## config.mk

```make
export PLATFORM = sky130hd
export DESIGN_NAME = dbg_or1k_module
export DESIGN_NICKNAME = d
export VERILOG_FILES = /design/src/verilog/dbg_spr_pkg.sv /design/src/verilog/dbg_cmd_pkg.sv /design/src/verilog/dbg_or1k_module.sv /design/src/verilog/dbg_cpu_ctrl_reg.sv /design/src/verilog/dbg_burst_fsm.sv /design/src/verilog/dbg_spr_biu.sv /design/src/verilog/dbg_crc32.sv
export SDC_FILE = /design/constraint.sdc
export NUM_CORES = 1
export LEC_CHECK = 0
export ABC_CLOCK_PERIOD_IN_PS = 5710
export CORE_AREA = 8 8 150 152
export DETAILED_ROUTE_END_ITERATION = 12
export DIE_AREA = 0 0 158 160
export DONT_BUFFER_PORTS = 1
export GPL_TIMING_DRIVEN = 0
export HOLD_SLACK_MARGIN = 0.1
export PLACE_DENSITY = 0.72
export SETUP_SLACK_MARGIN = 0.5
export SYNTH_ARGS = -nofsm -noshare
export SYNTH_HDL_FRONTEND = slang
export SYNTH_SLANG_ARGS = --single-unit
```

## constraint.sdc

```tcl
create_clock -name tck_i -period 5.71 [get_ports tck_i]
set_input_delay 1.713 -clock tck_i [delete_from_list [all_inputs] [get_ports tck_i]]
set_output_delay 1.713 -clock tck_i [all_outputs]
set_load 0.1 [all_outputs]
```

## src/verilog/dbg_spr_pkg.sv

```systemverilog
// CPU SPR bus side: address and data types, request and response structs
package dbg_spr_pkg;

  ////////////////////////////////////////////////////////////
  // Widths
  ////////////////////////////////////////////////////////////
  localparam int SPR_ADDR_W = 32;
  localparam int SPR_DATA_W = 32;

  typedef logic [SPR_ADDR_W-1:0] spr_addr_t;  // Word address
  typedef logic [SPR_DATA_W-1:0] spr_data_t;

  // SPRs are word addressed, one step per word
  localparam spr_addr_t SPR_ADDR_STEP = 32'd1;

  ////////////////////////////////////////////////////////////
  // Bus bundles
  ////////////////////////////////////////////////////////////
  // Request, held until ack
  typedef struct packed {
    spr_addr_t addr;
    spr_data_t wdata;
    logic      stb;
    logic      we;
  } spr_req_t;

  // Response, rdata valid with ack
  typedef struct packed {
    spr_data_t rdata;
    logic      ack;
  } spr_rsp_t;

endpackage

```

## src/verilog/dbg_cmd_pkg.sv

```systemverilog
// JTAG command side: data register layout, opcodes, counter types, FSM states, control structs
package dbg_cmd_pkg;

  ////////////////////////////////////////////////////////////
  // Data register layout
  ////////////////////////////////////////////////////////////
  localparam int DR_WIDTH      = 53;
  localparam int TOP_FLAG_BIT  = 52;  // 0 means the command is ours
  localparam int OPCODE_MSB    = 51;
  localparam int ADDR_MSB      = 47;
  localparam int COUNT_MSB     = 15;
  localparam int CTRL_DATA_MSB = 46;  // Control write data in 46:45

  typedef logic [DR_WIDTH-1:0] cmd_reg_t;

  // Opcodes, bit 2 set marks a read
  typedef logic [3:0] opcode_t;
  localparam opcode_t CMD_BWRITE32 = 4'd3;
  localparam opcode_t CMD_BREAD32  = 4'd7;
  localparam opcode_t CMD_IREG_WR  = 4'd9;
  localparam opcode_t CMD_IREG_SEL = 4'd13;
  localparam int      RD_OP_BIT    = 2;

  // Counters and CRC
  typedef logic [COUNT_MSB:0] word_count_t;
  typedef logic [5:0]         bit_count_t;
  localparam int WORD_LAST_BIT = 31;  // Bit count of the last bit in a word
  localparam int CRC_BITS      = 32;
  localparam logic [CRC_BITS-1:0] CRC_POLY = 32'hedb8_8320;  // Reflected CRC-32

  // Control register bits
  localparam int CTRL_W         = 2;
  localparam int CTRL_STALL_BIT = 0;
  localparam int CTRL_RST_BIT   = 1;

  ////////////////////////////////////////////////////////////
  // FSM states and control bundles
  ////////////////////////////////////////////////////////////
  typedef enum logic [3:0] {
    IDLE, RBEGIN, RREADY, RSTATUS, RBURST, RCRC,
    WREADY, WWAIT, WBURST, WCRC, WMATCH
  } burst_state_e;

  typedef enum logic [1:0] {READY, DATA, MATCH, CRC} tdo_sel_e;  // TDO sources

  typedef struct packed {
    logic capture;
    logic shift;
    logic update;
    logic select;  // Module selected by top level
  } tap_ctrl_t;

  typedef struct packed {
    logic addr_load, addr_inc;
    logic op_load;
    logic bit_clr, bit_inc;
    logic word_load, word_dec;
    logic out_load, out_shift, out_from_bus;
    logic bus_strobe;
    logic crc_clr, crc_en, crc_from_tdi, crc_shift;
    tdo_sel_e tdo_sel;
  } burst_ctrl_t;

  typedef struct packed {
    logic word_zero, word_last;
    logic bit_last, bit_32;
    logic bus_ready;
  } burst_stat_t;

endpackage
```

## src/verilog/dbg_or1k_module.sv

```systemverilog
// OR1K debug module top: counters, opcode latch, output shifter, TDO mux, submodules
`timescale 1ns/10ps

module dbg_or1k_module (
  input  logic                   tck_i,
  input  logic                   rst_i,
  input  logic                   tdi_i,            // One bit ahead of data register MSB
  input  dbg_cmd_pkg::tap_ctrl_t tap_i,
  input  dbg_cmd_pkg::cmd_reg_t  data_register_i,
  output logic                   module_tdo_o,
  output logic                   top_inhibit_o,
  output dbg_spr_pkg::spr_req_t  spr_req_o,
  input  dbg_spr_pkg::spr_rsp_t  spr_rsp_i,
  input  logic                   cpu_bp_i,
  output logic                   cpu_stall_o,
  output logic                   cpu_rst_o
);
  import dbg_cmd_pkg::*;
  import dbg_spr_pkg::*;

  burst_ctrl_t ctrl;
  burst_stat_t stat;
  spr_addr_t   addr_q;     // Next SPR address
  word_count_t word_q;     // Words left
  bit_count_t  bit_q;      // Bits done in current word
  opcode_t     op_q;       // Latched burst opcode
  spr_data_t   out_q;      // Output shift register, LSB first
  spr_data_t   bus_wdata, bus_rdata, ctrl_word, crc_val;
  logic        ctrl_wr, crc_in, crc_serial, crc_match;

  ////////////////////////////////////////////////////////////
  // Counters and latches
  ////////////////////////////////////////////////////////////
  always_ff @(posedge tck_i or posedge rst_i) begin
    if (rst_i) begin
      addr_q <= '0;
      word_q <= '0;
      bit_q  <= '0;
      op_q   <= '0;
      out_q  <= '0;
    end else begin
      if (ctrl.addr_load)     addr_q <= data_register_i[ADDR_MSB -: SPR_ADDR_W];
      else if (ctrl.addr_inc) addr_q <= addr_q + SPR_ADDR_STEP;
      if (ctrl.word_load)     word_q <= data_register_i[COUNT_MSB:0];
      else if (ctrl.word_dec) word_q <= word_q - word_count_t'(1);
      if (ctrl.bit_clr)       bit_q  <= '0;
      else if (ctrl.bit_inc)  bit_q  <= bit_q + bit_count_t'(1);
      if (ctrl.op_load)       op_q   <= data_register_i[OPCODE_MSB -: $bits(opcode_t)];
      if (ctrl.out_load)      out_q  <= ctrl.out_from_bus ? bus_rdata : ctrl_word;
      else if (ctrl.out_shift) out_q <= {1'b0, out_q[SPR_DATA_W-1:1]};
    end
  end

  assign stat.word_zero = (word_q == '0);
  assign stat.word_last = (word_q == word_count_t'(1));  // Last word already fetched
  assign stat.bit_last  = (bit_q == bit_count_t'(WORD_LAST_BIT));
  assign stat.bit_32    = (bit_q == bit_count_t'(CRC_BITS));

  assign ctrl_word = {{(SPR_DATA_W-CTRL_W){1'b0}}, cpu_rst_o, cpu_stall_o};
  assign bus_wdata = {tdi_i, data_register_i[TOP_FLAG_BIT -: SPR_DATA_W-1]};  // tdi is bit 31
  assign crc_in    = ctrl.crc_from_tdi ? tdi_i : out_q[0];
  assign crc_match = (data_register_i[TOP_FLAG_BIT -: CRC_BITS] == crc_val);

  // TDO source select
  always_comb begin
    unique case (ctrl.tdo_sel)
      READY:   module_tdo_o = stat.bus_ready;
      DATA:    module_tdo_o = out_q[0];
      MATCH:   module_tdo_o = crc_match;
      default: module_tdo_o = crc_serial;
    endcase
  end

  ////////////////////////////////////////////////////////////
  // Submodules
  ////////////////////////////////////////////////////////////
  dbg_burst_fsm u_fsm (
    .tck_i(tck_i), .rst_i(rst_i), .tap_i(tap_i), .cmd_i(data_register_i),
    .stat_i(stat), .ctrl_o(ctrl), .ctrl_wr_o(ctrl_wr), .inhibit_o(top_inhibit_o)
  );

  dbg_spr_biu u_biu (
    .tck_i(tck_i), .rst_i(rst_i), .strobe_i(ctrl.bus_strobe), .rd_i(op_q[RD_OP_BIT]),
    .addr_i(addr_q), .wdata_i(bus_wdata), .rdata_o(bus_rdata), .ready_o(stat.bus_ready),
    .spr_req_o(spr_req_o), .spr_rsp_i(spr_rsp_i)
  );

  dbg_crc32 u_crc (
    .tck_i(tck_i), .rst_i(rst_i), .bit_i(crc_in), .en_i(ctrl.crc_en),
    .shift_i(ctrl.crc_shift), .clr_i(ctrl.crc_clr), .crc_o(crc_val), .serial_o(crc_serial)
  );

  dbg_cpu_ctrl_reg u_ctrl_reg (
    .tck_i(tck_i), .rst_i(rst_i), .we_i(ctrl_wr),
    .data_i(data_register_i[CTRL_DATA_MSB -: CTRL_W]), .bp_i(cpu_bp_i),
    .stall_o(cpu_stall_o), .rst_o(cpu_rst_o)
  );

endmodule

```

## src/verilog/dbg_cpu_ctrl_reg.sv

```systemverilog
// CPU control register: stall and reset bits, stall latched on breakpoint
`timescale 1ns/10ps

module dbg_cpu_ctrl_reg (
  input  logic                           tck_i,
  input  logic                           rst_i,
  input  logic                           we_i,
  input  logic [dbg_cmd_pkg::CTRL_W-1:0] data_i,
  input  logic                           bp_i,     // CPU breakpoint hit
  output logic                           stall_o,
  output logic                           rst_o
);
  import dbg_cmd_pkg::*;

  always_ff @(posedge tck_i or posedge rst_i) begin
    if (rst_i) begin
      stall_o <= 1'b0;
      rst_o   <= 1'b0;
    end else begin
      if (bp_i) begin
        stall_o <= 1'b1;  // Breakpoint beats a clearing write
      end else if (we_i) begin
        stall_o <= data_i[CTRL_STALL_BIT];
      end
      if (we_i) rst_o <= data_i[CTRL_RST_BIT];
    end
  end

endmodule

```

## src/verilog/dbg_burst_fsm.sv

```systemverilog
// Control FSM: command decode, burst read/write sequencing, control register writes
`timescale 1ns/10ps

module dbg_burst_fsm (
  input  logic                     tck_i,
  input  logic                     rst_i,
  input  dbg_cmd_pkg::tap_ctrl_t   tap_i,
  input  dbg_cmd_pkg::cmd_reg_t    cmd_i,
  input  dbg_cmd_pkg::burst_stat_t stat_i,
  output dbg_cmd_pkg::burst_ctrl_t ctrl_o,
  output logic                     ctrl_wr_o,  // Control register write
  output logic                     inhibit_o   // Burst owns TDO
);
  import dbg_cmd_pkg::*;

  burst_state_e state_q, state_d;
  opcode_t      op_in;      // Opcode straight from the data register
  logic         mod_cmd;    // Command addressed to this module
  logic         sel_cap, sel_sh, sel_upd;
  logic         burst_cmd, ireg_cmd;

  ////////////////////////////////////////////////////////////
  // Command decode
  ////////////////////////////////////////////////////////////
  assign op_in     = cmd_i[OPCODE_MSB -: $bits(opcode_t)];
  assign mod_cmd   = ~cmd_i[TOP_FLAG_BIT];
  assign sel_cap   = tap_i.select & tap_i.capture;
  assign sel_sh    = tap_i.select & tap_i.shift;
  assign sel_upd   = tap_i.select & tap_i.update;
  assign burst_cmd = (op_in == CMD_BWRITE32) | (op_in == CMD_BREAD32);
  assign ireg_cmd  = (op_in == CMD_IREG_WR) | (op_in == CMD_IREG_SEL);

  assign ctrl_wr_o = (state_q == IDLE) & sel_upd & mod_cmd & (op_in == CMD_IREG_WR);
  assign inhibit_o = state_q inside {RSTATUS, RBURST, RCRC, WWAIT, WBURST, WCRC, WMATCH};

  always_ff @(posedge tck_i or posedge rst_i) begin
    if (rst_i) begin
      state_q <= IDLE;
    end else begin
      state_q <= state_d;
    end
  end

  ////////////////////////////////////////////////////////////
  // Next state and datapath enables
  ////////////////////////////////////////////////////////////
  always_comb begin
    state_d        = state_q;
    ctrl_o         = '0;
    ctrl_o.tdo_sel = DATA;
    unique case (state_q)
      IDLE: begin
        ctrl_o.out_shift = sel_sh;  // Control register readback
        // Capture, select or write refresh the readback word
        ctrl_o.out_load  = sel_cap | (sel_upd & mod_cmd & ireg_cmd);
        if (sel_upd && mod_cmd && burst_cmd) begin
          state_d          = (op_in == CMD_BREAD32) ? RBEGIN : WREADY;
          ctrl_o.addr_load = 1'b1;
          ctrl_o.op_load   = 1'b1;
          ctrl_o.bit_clr   = 1'b1;
          ctrl_o.word_load = 1'b1;
          ctrl_o.crc_clr   = 1'b1;
        end
      end
      RBEGIN: begin
        if (stat_i.word_zero) begin
          state_d = IDLE;  // Empty burst, no bus traffic
        end else begin
          state_d           = RREADY;
          ctrl_o.bus_strobe = 1'b1;  // Fetch first word
          ctrl_o.addr_inc   = 1'b1;
        end
      end
      RREADY: begin
        if (sel_cap) state_d = RSTATUS;
      end
      RSTATUS: begin
        ctrl_o.tdo_sel = READY;  // Host polls this bit
        if (sel_sh && stat_i.bus_ready) begin
          state_d             = RBURST;
          ctrl_o.out_load     = 1'b1;
          ctrl_o.out_from_bus = 1'b1;
          ctrl_o.bit_clr      = 1'b1;
          ctrl_o.word_dec     = 1'b1;
          ctrl_o.bus_strobe   = ~stat_i.word_last;  // Prefetch next word
          ctrl_o.addr_inc     = ~stat_i.word_last;
        end
      end
      RBURST: begin
        ctrl_o.out_shift = sel_sh;
        ctrl_o.bit_inc   = sel_sh;
        ctrl_o.crc_en    = sel_sh;  // CRC over the outgoing bits
        if (sel_sh && stat_i.bit_last) begin
          if (stat_i.word_zero) begin
            state_d = RCRC;
          end else begin
            ctrl_o.out_load     = 1'b1;
            ctrl_o.out_from_bus = 1'b1;
            ctrl_o.bit_clr      = 1'b1;
            ctrl_o.word_dec     = 1'b1;
            ctrl_o.bus_strobe   = ~stat_i.word_last;
            ctrl_o.addr_inc     = ~stat_i.word_last;
          end
        end
      end
      RCRC: begin
        ctrl_o.tdo_sel   = CRC;
        ctrl_o.crc_shift = sel_sh;  // Stays here until update
      end
      WREADY: begin
        if (stat_i.word_zero) begin
          state_d = IDLE;
        end else if (sel_cap) begin
          state_d = WWAIT;
        end
      end
      WWAIT: begin
        // Start bit seen, tdi carries data bit 0 now
        if (sel_sh && cmd_i[TOP_FLAG_BIT]) begin
          state_d             = WBURST;
          ctrl_o.bit_inc      = 1'b1;
          ctrl_o.word_dec     = 1'b1;  // Count pre-decremented
          ctrl_o.crc_en       = 1'b1;
          ctrl_o.crc_from_tdi = 1'b1;
        end
      end
      WBURST: begin
        ctrl_o.bit_inc      = sel_sh;
        ctrl_o.crc_en       = sel_sh;
        ctrl_o.crc_from_tdi = 1'b1;
        if (sel_sh && stat_i.bit_last) begin
          ctrl_o.bit_clr    = 1'b1;
          ctrl_o.bus_strobe = 1'b1;  // Word complete, write it
          ctrl_o.addr_inc   = 1'b1;
          ctrl_o.word_dec   = ~stat_i.word_zero;
          if (stat_i.word_zero) state_d = WCRC;
        end
      end
      WCRC: begin
        ctrl_o.bit_inc = sel_sh;  // Count the incoming CRC bits
        if (stat_i.bit_32) begin
          state_d        = WMATCH;
          ctrl_o.tdo_sel = MATCH;
        end
      end
      WMATCH: ctrl_o.tdo_sel = MATCH;
      default: state_d = IDLE;
    endcase
    // Any update ends a burst
    if (tap_i.update && state_q != IDLE) state_d = IDLE;
  end

  assert property (@(posedge tck_i) disable iff (rst_i)
    !$isunknown(state_q) && (state_q inside {IDLE, RBEGIN, RREADY, RSTATUS, RBURST, RCRC,
                                             WREADY, WWAIT, WBURST, WCRC, WMATCH}))
    else $error("burst_fsm: illegal state");

endmodule

```

## src/verilog/dbg_spr_biu.sv

```systemverilog
// SPR bus interface unit: latches one transfer and runs the stb/ack handshake
`timescale 1ns/10ps

module dbg_spr_biu (
  input  logic                   tck_i,
  input  logic                   rst_i,
  input  logic                   strobe_i,   // Start a transfer
  input  logic                   rd_i,       // 1 read, 0 write
  input  dbg_spr_pkg::spr_addr_t addr_i,
  input  dbg_spr_pkg::spr_data_t wdata_i,
  output dbg_spr_pkg::spr_data_t rdata_o,
  output logic                   ready_o,    // Low while a transfer is pending
  output dbg_spr_pkg::spr_req_t  spr_req_o,
  input  dbg_spr_pkg::spr_rsp_t  spr_rsp_i
);
  import dbg_spr_pkg::*;

  spr_addr_t addr_q;
  spr_data_t wdata_q;
  spr_data_t rdata_q;
  logic      we_q;
  logic      stb_q;
  logic      done;  // Ack for the pending transfer

  assign done = stb_q & spr_rsp_i.ack;

  ////////////////////////////////////////////////////////////
  // Handshake control
  ////////////////////////////////////////////////////////////
  always_ff @(posedge tck_i or posedge rst_i) begin
    if (rst_i) begin
      stb_q <= 1'b0;
      we_q  <= 1'b0;
    end else if (strobe_i) begin
      stb_q <= 1'b1;   // Request goes out next cycle
      we_q  <= ~rd_i;
    end else if (done) begin
      stb_q <= 1'b0;   // Drop on the edge after ack
    end
  end

  // Transfer payload, captured with the strobe
  always_ff @(posedge tck_i) begin
    if (strobe_i) begin
      addr_q  <= addr_i;
      wdata_q <= wdata_i;
    end
  end

  // Read data sampled in the ack cycle
  always_ff @(posedge tck_i) begin
    if (done && !we_q) begin
      rdata_q <= spr_rsp_i.rdata;
    end
  end

  assign rdata_o         = rdata_q;
  assign ready_o         = ~stb_q;  // High again the cycle after ack
  assign spr_req_o.addr  = addr_q;
  assign spr_req_o.wdata = wdata_q;
  assign spr_req_o.stb   = stb_q;
  assign spr_req_o.we    = stb_q & we_q;  // No stray we outside a transfer

  // FSM must wait for the previous transfer before the next strobe
  assert property (@(posedge tck_i) disable iff (rst_i) strobe_i |-> ready_o)
    else $error("spr_biu: strobe while busy");

endmodule

```

## src/verilog/dbg_crc32.sv

```systemverilog
// Bit-serial reflected CRC-32 register with built-in serial output shift
`timescale 1ns/10ps

module dbg_crc32 (
  input  logic                   tck_i,
  input  logic                   rst_i,
  input  logic                   bit_i,     // Serial data in
  input  logic                   en_i,      // One CRC step
  input  logic                   shift_i,   // Shift out, zero fill
  input  logic                   clr_i,     // Back to all ones
  output dbg_spr_pkg::spr_data_t crc_o,
  output logic                   serial_o
);
  import dbg_cmd_pkg::*;
  import dbg_spr_pkg::*;

  spr_data_t crc_q;
  logic      fb;  // Feedback bit

  assign fb = crc_q[0] ^ bit_i;

  always_ff @(posedge tck_i or posedge rst_i) begin
    if (rst_i) begin
      crc_q <= '1;
    end else if (clr_i) begin
      crc_q <= '1;
    end else if (en_i) begin
      crc_q <= (crc_q >> 1) ^ (fb ? CRC_POLY : '0);  // Right shift, poly on feedback
    end else if (shift_i) begin
      crc_q <= crc_q >> 1;  // Acts as output shifter
    end
  end

  assign crc_o    = crc_q;
  assign serial_o = crc_q[0];  // LSB leaves first

  // Stepping and shifting at once would corrupt the result
  assert property (@(posedge tck_i) disable iff (rst_i) !(en_i && shift_i))
    else $error("crc32: enable and shift together");

endmodule

```

# Yosys cells after proc, flatten, opt, wreduce, memory -nomap -nowiden
# Index checks and enable logic that the tools add are counted.
dict set report classes {
  n_div 0
  multipliers 0
  n_lt_le_gt_ge 0
  n_eq_ne 31
  n_mux 67
  bitwise_logic 20
  n_reduce_logical 25
  shift 0
  n_addsub 3
}
# operator count
set ops {}
lappend ops {{2-to-1 mux 32 bit} 9}
lappend ops {{2-to-1 mux 4 bit} 12}
lappend ops {{case mux 4 bit (10 select lines)} 1}
lappend ops {{adder 32 x 1 -> 32 bit, second input constant} 1}
lappend ops {{equality test 32 bit} 1}
lappend ops {{2-to-1 mux 16 bit} 2}
lappend ops {{XOR 31 x 32 -> 32 bit} 1}
lappend ops {{equality test 4 x 3 -> 1 bit, second input constant} 5}
lappend ops {{equality test 4 bit, second input constant} 5}
lappend ops {{2-to-1 mux 2 bit} 10}
lappend ops {{2-to-1 mux 1 bit} 19}
lappend ops {{inequality test 3 bit, second input constant} 6}
lappend ops {{equality test 16 x 1 -> 1 bit, second input constant} 1}
lappend ops {{logical NOT 16 bit} 1}
lappend ops {{case mux 1 bit (4 select lines)} 4}
lappend ops {{subtractor 16 x 1 -> 16 bit, second input constant} 1}
lappend ops {{equality test 4 x 2 -> 1 bit, second input constant} 3}
lappend ops {{2-to-1 mux 6 bit} 2}
lappend ops {{nonzero test 2 bit} 6}
lappend ops {{AND reduction 11 bit} 1}
lappend ops {{bitwise AND 1 bit} 10}
lappend ops {{case mux 1 bit (2 select lines)} 4}
lappend ops {{case mux 2 bit (4 select lines)} 1}
lappend ops {{logical AND 1 bit} 7}
lappend ops {{23 further kinds} 33}
dict set report totals {
  latchBits 0
  ramBits 0
  inputBits 94
  memories 0
  reg_bits 225
  romBits 0
}

# Logic depth before layout (Yosys ltp)
# Gate-level depths: netlist (run 1).
dict set report depth {
  word_depth 10
  ltp_mapped 10
  mapped_depth_nobuf 8
}

# Hierarchy
# A second synthesis (run 1) with hierarchy kept.
dict set report hier_totals {
  cells_unflattened 910
  hier_area_um2 10411.2
}
# module instances cells_per_inst area_per_inst_um2 seq_area_each_um2
set by_module_without_submodules {}
lappend by_module_without_submodules {dbg_or1k_module 1 518 4884.7 2177.1}
lappend by_module_without_submodules {dbg_spr_biu 1 107 2986.6 2932.8}
lappend by_module_without_submodules {dbg_crc32 1 170 1730.4 840.8}
lappend by_module_without_submodules {dbg_burst_fsm 1 109 729.4 100.1}
lappend by_module_without_submodules {dbg_cpu_ctrl_reg 1 6 80.1 50.0}

# Least setup slack after synthesis (run 1)
# No wires, ideal clock.
dict set report synth_path {
  path_kind {input to output}
  from {in data_register_i[38]}
  to {out module_tdo_o}
  arrival_ns 3.936
  slack_ns 0.061
  stages 6
  path_cell_list {xor2_1 -> nor4_1 -> nand4_1 -> nor2_1 -> mux2i_1 -> mux2i_1}
}
dict set report synth_between {
  elab_chain_cells 2
}
# item line_no
set synth_rtl {}
lappend synth_rtl {{start: declaration} dbg_or1k_module.sv:9} ;# input dbg_cmd_pkg::cmd_reg_t data_register_i,
lappend synth_rtl {{equality test 32 bit} dbg_or1k_module.sv:62} ;# assign crc_match = (data_register_i[TOP_FLAG_BIT -: CRC_BITS] == crc_val);
lappend synth_rtl {{case mux 1 bit (3 select lines)} dbg_or1k_module.sv:66} ;# unique case (ctrl.tdo_sel)
lappend synth_rtl {{end: declaration} dbg_or1k_module.sv:10} ;# output logic module_tdo_o,
# Every way passes these cells.

# Worst setup path after layout (run 1)
dict set report layout_path {
  from {in data_register_i[28]}
  to {out module_tdo_o}
}
# Same word-level chain as after synthesis.

==> results.md, run 1 <==
- Status: finished, final reports clean
- Max IR drop VDD: 0.297 mV
- Initial DRC count: 600
- Fin. Hold Viols: 0
- I/O pin count: 164
- Vias in the first global route: 7444
- Setup Viol. Count Final: 0
- Clock power frac: 22.3%
- Mapped Area: 10500 µm²
- Slew Limit Fails: 0
- Slack of the critical path: 0.568 ns
- Die X: 158 µm
- CP Class: in2out
- Post-synth EDFFs: 96
- Layout overhead on the synthesized area: 11.1%
- R2r setup slk: 2.11 ns
- Critical-path maximum fanout: 3
- ANT nets after route: 0
- Via count: 7746
- Maximum clock path buffer count: 3
- Top FF cell, synth: edfxtp_1
- Layout Cells excl Fill: 1289
- Hold Startpoint: u_biu.rdata_o[21]$_DFFE_PP_
- Crit-path cells: xor2_1 > nor4_2 > nand4_1 > nor2_1 > mux2i_1 > mux2i_4
- Clock Sink Count: 223
- Total gr overflow: 0
- Port Buffers: 0
- Initial antenna violation count: 2
- Worst hold stages: 2
- Slowest cell delay on critical path: 0.67 ns
- FF-to-FF End: u_biu.wdata_q[25]$_DFFE_PP_
- CTS tree: built
- Final worst-path cycle share: 90.1%
- Insertion delay to the later sink of the worst-skew pair: 0.51 ns
- Unrepaired setup endpoints after global routing: no
- Total power: 0.00655 W
- Die height: 160 µm
- Drt pass-1 iters: 8
- Crit-path leading delay family: multiplexers
- Min cycle time layout: 5.14 ns
- Area contributors post-synth: edfxtp_1, dfrtp_1, dfstp_2
- Worst r2r src: word_q[0]$_DFFE_PP0P_
- CTS Hold Bufs: 0
- Global-route wire length before repair: 40.9 mm
- Multi-input combinational cell area: 4110 µm²
- Reg2Reg Depth: 9
- Fin area: 11700 µm²
- Post-DP HPWL: 18.8 mm
- Placement Rows: 52
- Num CTS Buffers: 24
- Largest net degree at the start of global routing: 78
- Post-synth net total: 1072
- Detailed Route WL: 26.3 mm
- Most common cell after layout, fill and taps aside: nand2_1
- Seq/Total Area, Yosys: 58.1%
- Switching power: 0.00287 W
- Combinational share of power: 23.2%
- Cell variety after synth: 62
- Max Freq: 0.194 GHz
- Worst EP arrival: 3.43 ns
- Yosys top cell area share: 27.4%
- Layout Utilization: 58.2%
- Worst Hold Path EP: out_q[21]$_DFFE_PP0P_
- Most frequent cells in the layout: nand2_1, edfxtp_1, dfrtp_1
- CP Buf/Inv Count: 0
- Initial core utilization: 52.4%
- Post-synth ARST share: 57.0%
- Worst setup SP type: input pin
- FILL cells: 1711
- Worst Hold Class: reg2reg
- Share of layout cells above drive strength 1: 9.62%
- WP data required: 4.00 ns
- WL/cell: 20.4 µm
- PD cells: 561 nW/µm²
- Total GRT Usage: 20.3%
- FF+latch area: 6100 µm²
- H-tree levels: 1
- NumNets Final: 1100
- Worst Tran Pin Value: 1.13 ns
- CP max-delay cell: mux2i_4
- Worst-path clk slew: 0.06 ns
- Dominant cell type by area after synthesis: edfxtp_1
- RD Place Congestion: 0.874
- Synthesis Warnings: 0
- Via density: 6.01
- Number of diodes: 0
- Placed cell area: 10900 µm²
- Flops & latches, synth: 223
- Root Buffer: clkbuf_16
- Worst Skew: 0.0169 ns
- Internal power component: 0.00368 W
- CP endpoint kind: primary output
- Slew HR: 24.3%
- Dpl ws: 0.447 ns
- Max_cap viols: 0
- Syn Area/Cell: 10.8 µm²
- Sequential Power Share: 54.5%
- Switching Share: 43.9%
- Leakage power: 4.31 nW
- DRC violations left: 0
- Syn Inst Count: 973
- Core Region: 20000 µm²
- DIE AREA: 25300 µm²
- Placed Cells: 1245
per-layer routing:
metal / vias to the layer above / share of wire (%) / track usage, %
met5: - / 0.095 / 0
met4: 4 / 2.9 / 6.05
met3: 63 / 8.1 / 4.40
met2: 356 / 47 / 32.8
met1: 3718 / 42 / 26.8
li1: 3605 / - / -
metrics by stage:
stage	hold WS [ns]	TNS, ns
after global placement	0.431	-98.25
after floorplan	0.418	0
final	0.448	0
after CTS	0.450	0
after detailed placement	0.434	0
after global routing	0.470	0
worst reg2reg max path, delay by kind of cell, from the launching register on:
family	cells	cell delay [ns]
AND/OR/NAND/NOR	2	0.35
buffers and inverters	4	1.16
AO/OA/AOI/OAI	2	1.12
adder cells (fa/ha/maj)	1	0.22
flip-flops	1	0.40
cells by family (layout without fill, tap and decap cells):
group | count (synthesis) | in the layout | synth area share [%]
multiplexers | 51 | 51 | 4.91
adder cells (fa/ha/maj) | 5 | 5 | 0.595
AO/OA/AOI/OAI | 203 | 203 | 12.2
XOR/XNOR | 56 | 56 | 4.67
AND/OR/NAND/NOR | 351 | 351 | 16.5
buffers and inverters | 84 | 130 | 3.08
flip-flops | 223 | 223 | 58.1
sequential cells by signal, summed over array words and instances, names as in the netlist:
| signal | cells |
|---|---|
| op_q | 1 |
| out_q | 32 |
| u_biu.wdata_q | 32 |
| word_q | 16 |
| u_crc.crc_o | 32 |
| u_biu.rdata_o | 32 |
| u_ctrl_reg.stall_o | 1 |
| addr_q | 32 |
| u_biu.stb_q | 1 |
| u_biu.addr_q | 32 |
| bit_q | 6 |
| u_ctrl_reg.rst_o | 1 |
| u_biu.we_q | 1 |
| u_fsm.state_q | 4 |
what timing repair did:
| item | 4_1_cts | 5_1_grt |
|---|---|---|
| endpoints found under the setup margin | 1 | 0 |
| setup buffers | 0 | 0 |
| gates resized for setup | 1 | 0 |
how the worst max path moves through the flow:
stage,slack (ns),cells past startpoint,end,start
2_1_floorplan,0.58,6,module_tdo_o,data_register_i[38]
3_3_place_gp,-0.93,1,bit_q[0]$_DFFE_PP0P_,rst_i
3_5_place_dp,0.45,6,module_tdo_o,data_register_i[28]
4_1_cts,0.56,6,module_tdo_o,data_register_i[28]
5_1_grt,0.50,6,module_tdo_o,data_register_i[32]
6_report,0.57,6,module_tdo_o,data_register_i[28]
area by class of cell:
class | count | area share, %
multi-input combinational | 666 | 35.2
sequential | 223 | 52.3
tap | 270 | 2.90
clock buffer | 30 | 5.52
clock inverter | 14 | 0.826
inverter | 28 | 0.944
timing repair buffer | 2 | 0.408
buffer | 56 | 1.88
synth_stat cells (3+ instances only):
cell,instances
inv_1,28
nand3_1,31
or4_1,9
nand2_1,101
o21ai_0,57
and2_1,8
nor4_1,20
or2_2,3
a21oi_1,53
dfrtp_1,95
or3_1,14
buf_2,4
and3_1,10
o22ai_1,7
ha_1,5
buf_1,4
xor2_1,38
clkbuf_1,47
edfxtp_1,96
or3b_2,3
o31ai_1,34
o211ai_1,4
mux2i_1,47
nor2b_1,12
nor2_1,79
a31oi_1,15
xnor2_1,18
nand3b_1,3
a211oi_1,6
a31o_2,3
o31a_1,3
nand2b_1,6
dfstp_2,32
nand4_1,17
nor3_1,22
mux2_2,4
power groups by stage:
stage	Combinational (W)	Sequential, W	Clock, W
5_1_grt	0.00168	0.00362	0.00155
3_3_place_gp	0.00143	0.00360	0
4_1_cts	0.00152	0.00357	0.00149
2_1_floorplan	0.00120	0.00349	0
6_report	0.00152	0.00357	0.00146
3_5_place_dp	0.00151	0.00359	0
Note: power is estimated with default switching activity, not from simulation.
==> inputs of run 2 (changes only) <==
- ABC_CLOCK_PERIOD_IN_PS: 5710 -> 4300
- PLACE_DENSITY: 0.72 -> 0.74
- RECOVER_POWER: default -> 100
- clock period: 5.71 -> 4.3 ns (I/O delays scaled with it)
==> results.md, run 2 (synthesis gave the netlist of run 1 again) <==
- Status: complete, but fails checks
- Failing checks: max-capacitance violations, max-slew violations
- CTS Hold Bufs: 0
- Post-Route M1 WL: 11.0 mm
- Worst hold stages: 2
- Clock power frac: 23.5%
- Hold Startpoint: u_biu.rdata_o[27]$_DFFE_PP_
- PD cells: 758 nW/µm²
- Detailed Route WL: 26.5 mm
- Initial antenna violation count: 1
- Via count: 7719
- Root Buffer: clkbuf_16
- Top sig layer: met5
- Switching Share: 43.4%
- Core Region: 20000 µm²
- Num CTS Buffers: 23
- WL/cell: 20.5 µm
- Setup Viol. Count Final: 0
- FF-to-FF End: addr_q[23]$_DFFE_PP0P_
- Final worst-path cycle share: 97.8%
- Metal2 WL: 12.3 mm
- Most common cell after layout, fill and taps aside: nand2_1
- Max Freq: 0.238 GHz
- Layout Cells excl Fill: 1290
- ANT nets after route: 0
- Slew HR: -63.0%
- Detailed route wirelength on metal3: 2.07 mm
- Maximum clock path buffer count: 3
- CP Class: in2reg
- DIE AREA: 25300 µm²
- Max_cap viols: 5
- R2r setup slk: 0.35 ns
- Initial DRC count: 668
- Worst Hold Class: reg2reg
- Most frequent cells in the layout: nand2_1, edfxtp_1, dfrtp_1
- Worst Tran Pin Value: 2.44 ns
- I/O pin count: 164
- Slew Limit Fails: 123
- Unrepaired setup endpoints after global routing: yes
- Total GRT Usage: 20.4%
- Total power: 0.00893 W
- RD Place Congestion: 0.877
- Worst Skew: 0.0103 ns
- WP data required: 4.75 ns
- Min cycle time layout: 4.20 ns
- Sequential Power Share: 53.2%
- Number of diodes: 0
- Die height: 160 µm
- CTS tree: built
- Worst Hold Path EP: out_q[27]$_DFFE_PP0P_
- Placed Cells: 1246
- Global-route wire length before repair: 41.0 mm
- Placement Rows: 52
- Worst r2r src: word_q[0]$_DFFE_PP0P_
- Die X: 158 µm
- Fin. Hold Viols: 0
- Layout overhead on the synthesized area: 12.1%
- Largest net degree at the start of global routing: 44
- Max IR drop VDD: 0.429 mV
- Vias in the first global route: 7606
- Internal power component: 0.00506 W
- DRC violations left: 0
- CP endpoint kind: flip-flop
- Via density: 5.98
- Total gr overflow: 0
- Port Buffers: 0
- Drt pass-1 iters: 5
- Post-DP HPWL: 18.8 mm
- Share of layout cells above drive strength 1: 10.4%
- Worst-path clk slew: 0.07 ns
- Leakage power: 4.31 nW
- Switching power: 0.00387 W
- Initial core utilization: 52.4%
- Insertion delay to the later sink of the worst-skew pair: 0.51 ns
- Worst setup SP type: input pin
- Post-CTS Setup Bufs: 0
- Clock Sink Count: 223
- Reg2Reg Depth: 10
- H-tree levels: 1
- Critical-path maximum fanout: 10
- Worst EP arrival: 4.65 ns
- Combinational share of power: 23.3%
- NumNets Final: 1103
==> run 2: cell count changes in the layout (fill, tap and decap cells not counted), sizes merged <==
cell	before	now
buf	11	2
bufinv	1	5
clkbuf	77	87
clkinv	10	3
clkinvlp	2	8
inv	29	26
==> run 2: what timing repair did <==
item,CTS,global route
resized for setup,16,17
setup endpoints to repair,67,18
pin swaps,3,6
gates cloned,3,0
==> run 2: critical path: stages <==
cell	delay, ns
nand2_1	0.14
or4b_1	0.64
o41ai_1	1.32
a32oi_1	0.36
clkbuf_1	0.35
or4_1	0.46
nand3_1	0.08
==> run 2: layer usage <==
| layer | vias up | GRT usage, % |
|---|---|---|
| met5 | - | 0 |
| met4 | 2 | 9.13 |
| met3 | 69 | 5.07 |
| met2 | 342 | 32.0 |
| met1 | 3715 | 26.2 |
| li1 | 3591 | - |
==> run 2: area by class of cell <==
class | instances | area (µm²)
well taps | 270 | 338
fillers | 1699 | 8260
inverters | 28 | 110
multi-input cells | 666 | 4180
repair buffers | 3 | 12.5
repair inverters | 3 | 22.5
clock buffers | 30 | 602
plain buffers | 56 | 220
clock inverters | 11 | 185
flip-flops and latches | 223 | 6100
==> run 2: worst max path at each step <==
| stage | start | to | slack, ns | depth (start not counted) |
|---|---|---|---|---|
| after global placement | data_register_i[28] | module_tdo_o | -0.57 | 6 |
| after floorplan | data_register_i[38] | module_tdo_o | 0.02 | 6 |
| after CTS | data_register_i[30] | module_tdo_o | 0.07 | 6 |
| after detailed placement | word_q[0]$_DFFE_PP0P_ | u_biu.wdata_q[23]$_DFFE_PP_ | -0.42 | 8 |
| final | tap_i[0] | addr_q[23]$_DFFE_PP0P_ | 0.1 | 7 |
| after global routing | tap_i[0] | addr_q[23]$_DFFE_PP0P_ | 0.03 | 7 |
==> run 2: metrics by stage <==
step                hold WS [ns]  utilization [%]  area, µm²  TNS, ns  setup slack, ns
floorplan                  0.418                -      10500        0           0.0160
global placement           0.432             54.2      10900   -20.62           -0.569
detailed placement         0.436             54.6      10900   -26.44           -0.417
CTS                        0.450             59.0      11800        0           0.0675
global route               0.469             58.8      11800        0           0.0327
finish                     0.447             58.8      11800        0           0.0953
==> run 2: power groups by stage <==
stage,registers (W),logic [W],clock network [W]
2_1_floorplan,0.00463,0.00160,0
3_3_place_gp,0.00476,0.00189,0
3_5_place_dp,0.00479,0.00197,0
4_1_cts,0.00474,0.00206,0.00213
5_1_grt,0.00482,0.00229,0.00222
6_report,0.00475,0.00208,0.00210
==> inputs of run 3 (changes only) <==
- CORE_AREA: 8 8 150 152 -> 8 8 144 146
- DIE_AREA: 0 0 158 160 -> 0 0 152 154
- PLACE_DENSITY: 0.74 -> 0.8
==> results.md, run 3 (synthesis gave the netlist of run 1 again) <==
- Clock Sink Count: 223
- Slew HR: -70.4%
- Root Buffer: clkbuf_16
- Maximum clock path buffer count: 3
- Drt pass-1 iters: 5
- Post-CTS Setup Bufs: 0
- Worst-path clk slew: 0.06 ns
- Final worst-path cycle share: 98.8%
- ANT nets after route: 0
- Crit-path cells: xor2_4 > nor4_4 > nand4_1 > nor2_2 > mux2i_2 > mux2i_4
- WL/cell: 21.1 µm
- Min cycle time layout: 4.25 ns
- Max Freq: 0.235 GHz
- Detailed Route WL: 26.4 mm
- Total GRT Usage: 21.8%
- Number of diodes: 0
- Hold Startpoint: u_biu.rdata_o[29]$_DFFE_PP_
- Initial DRC count: 809
- Insertion delay to the later sink of the worst-skew pair: 0.50 ns
- Max IR drop VDD: 0.347 mV
- RD Place Congestion: 0.931
- DRC violations left: 0
- FILL cells: 1403
- Most common cell after layout, fill and taps aside: nand2_1
- Num CTS Buffers: 23
- Worst hold stages: 2
- Worst setup SP type: input pin
- Global route hottest layer: met2
- Slowest cell delay on critical path: 0.67 ns
- Largest net degree at the start of global routing: 43
- Placed cell area: 10900 µm²
- Total gr overflow: 0
- CTS tree: built
- Status: complete, but fails checks
- Post-DP HPWL: 18.3 mm
- Via count: 7873
- Placed Cells: 1210
- H-tree levels: 1
- Core Region: 18500 µm²
- CP Class: in2out
- Slew Limit Fails: 109
- CP max-delay cell: mux2i_4
- Setup Viol. Count Final: 0
- DIE AREA: 23400 µm²
- M3 GR Usage: 5.69%
- PD cells: 754 nW/µm²
- Most frequent cells in the layout: nand2_1, edfxtp_1, dfrtp_1
- Fin. Hold Viols: 0
- Initial antenna violation count: 0
- Die height: 154 µm
- Crit. Startpoint: data_register_i[28]
- Critical-path maximum fanout: 3
- Worst Hold Class: reg2reg
- Max_cap viols: 3
- Port Buffers: 0
- Failing checks: max-capacitance violations, max-slew violations
- M1 GR Usage: 27.2%
- Placement Rows: 50
- Vias in the first global route: 7607
- Unrepaired setup endpoints after global routing: yes
- Worst Skew: 0.0110 ns
- NumNets Final: 1103
- Layout overhead on the synthesized area: 11.0%
- Via density: 6.28
- Reg2Reg Depth: 8
- WP data required: 3.01 ns
- Worst EP arrival: 2.96 ns
- Initial core utilization: 56.9%
- Worst Tran Pin Value: 2.55 ns
- Worst hold slack: 0.442 ns
- Total power: 0.00879 W
- Leakage power: 4.28 nW
- Met2 GRT Util: 35.8%
- Fin area: 11700 µm²
- I/O pin count: 164
- Die X: 152 µm
- Global-route wire length before repair: 41.3 mm
- Worst r2r src: word_q[0]$_DFFE_PP0P_
- CP endpoint kind: primary output
- Layout Cells excl Fill: 1254
- Share of layout cells above drive strength 1: 10.6%
[run 3: changes by cell type in the layout (fill, tap and decap cells not counted), sizes merged]
cell      previous run  this run
buf                  2         3
bufinv               5         2
clkbuf              87        82
clkinv               3         5
clkinvlp             8        12
inv                 26        27
[run 3: area by class of cell]
type | count | area (µm²) | share of cell area (%)
Clock buffer | 26 | 597 | 5.12
Timing Repair inverter | 3 | 20.0 | 0.172
Tap cell | 234 | 293 | 2.51
Clock inverter | 15 | 143 | 1.22
Sequential cell | 223 | 6100 | 52.3
Buffer | 56 | 219 | 1.88
Inverter | 28 | 108 | 0.923
Multi-Input combinational cell | 666 | 4160 | 35.6
Timing Repair Buffer | 3 | 27.5 | 0.236
[run 3: per-layer routing]
| layer | vias up | wire (µm) |
|---|---|---|
| li1 | 3610 | - |
| met1 | 3796 | 10600 |
| met2 | 392 | 12400 |
| met3 | 75 | 2450 |
| met4 | 0 | 988 |
| met5 | - | 0 |
[run 3: timing repair]
action,in CTS,in global routing
hold endpoints to repair,0,0
pin swaps,3,4
cloned,3,0
hold buffers,0,0
gates resized for setup,16,11
setup endpoints to repair,67,2
[run 3: path summary, 6_finish.rpt]
check	slack, ns	to
min in group asynchronous	0.90	word_q[5]$_DFFE_PP0P_
setup reg to reg	0.54	u_biu.wdata_q[4]$_DFFE_PP_
max in group asynchronous	0.74	out_q[4]$_DFFE_PP0P_
hold / removal	0.44	out_q[29]$_DFFE_PP0P_
hold reg to reg	0.44	out_q[29]$_DFFE_PP0P_
setup / recovery	0.05	module_tdo_o
[run 3: metrics by stage]
step | utilization (%) | TNS (ns) | setup slack, ns
floorplan | - | 0 | 0.0160
global placement | 58.6 | -17.40 | -0.532
detailed placement | 59.0 | -21.31 | -0.336
CTS | 63.5 | 0 | 0.0780
global route | 63.2 | -0.00340 | -0.00340
finish | 63.2 | 0 | 0.0502
[run 3: critical path: cells and delay by family]
| family | cells | cell delay, ns |
|---|---|---|
| mux | 2 | 0.79 |
| xor+xnor | 1 | 0.14 |
| simple gates | 3 | 0.72 |
[run 3: report_power, final]
part           switching (W)  leakage (nW)  internal (W)
clock               0.000828         0.339       0.00112
combinational        0.00135          1.61      0.000732
sequential           0.00172          2.33       0.00303
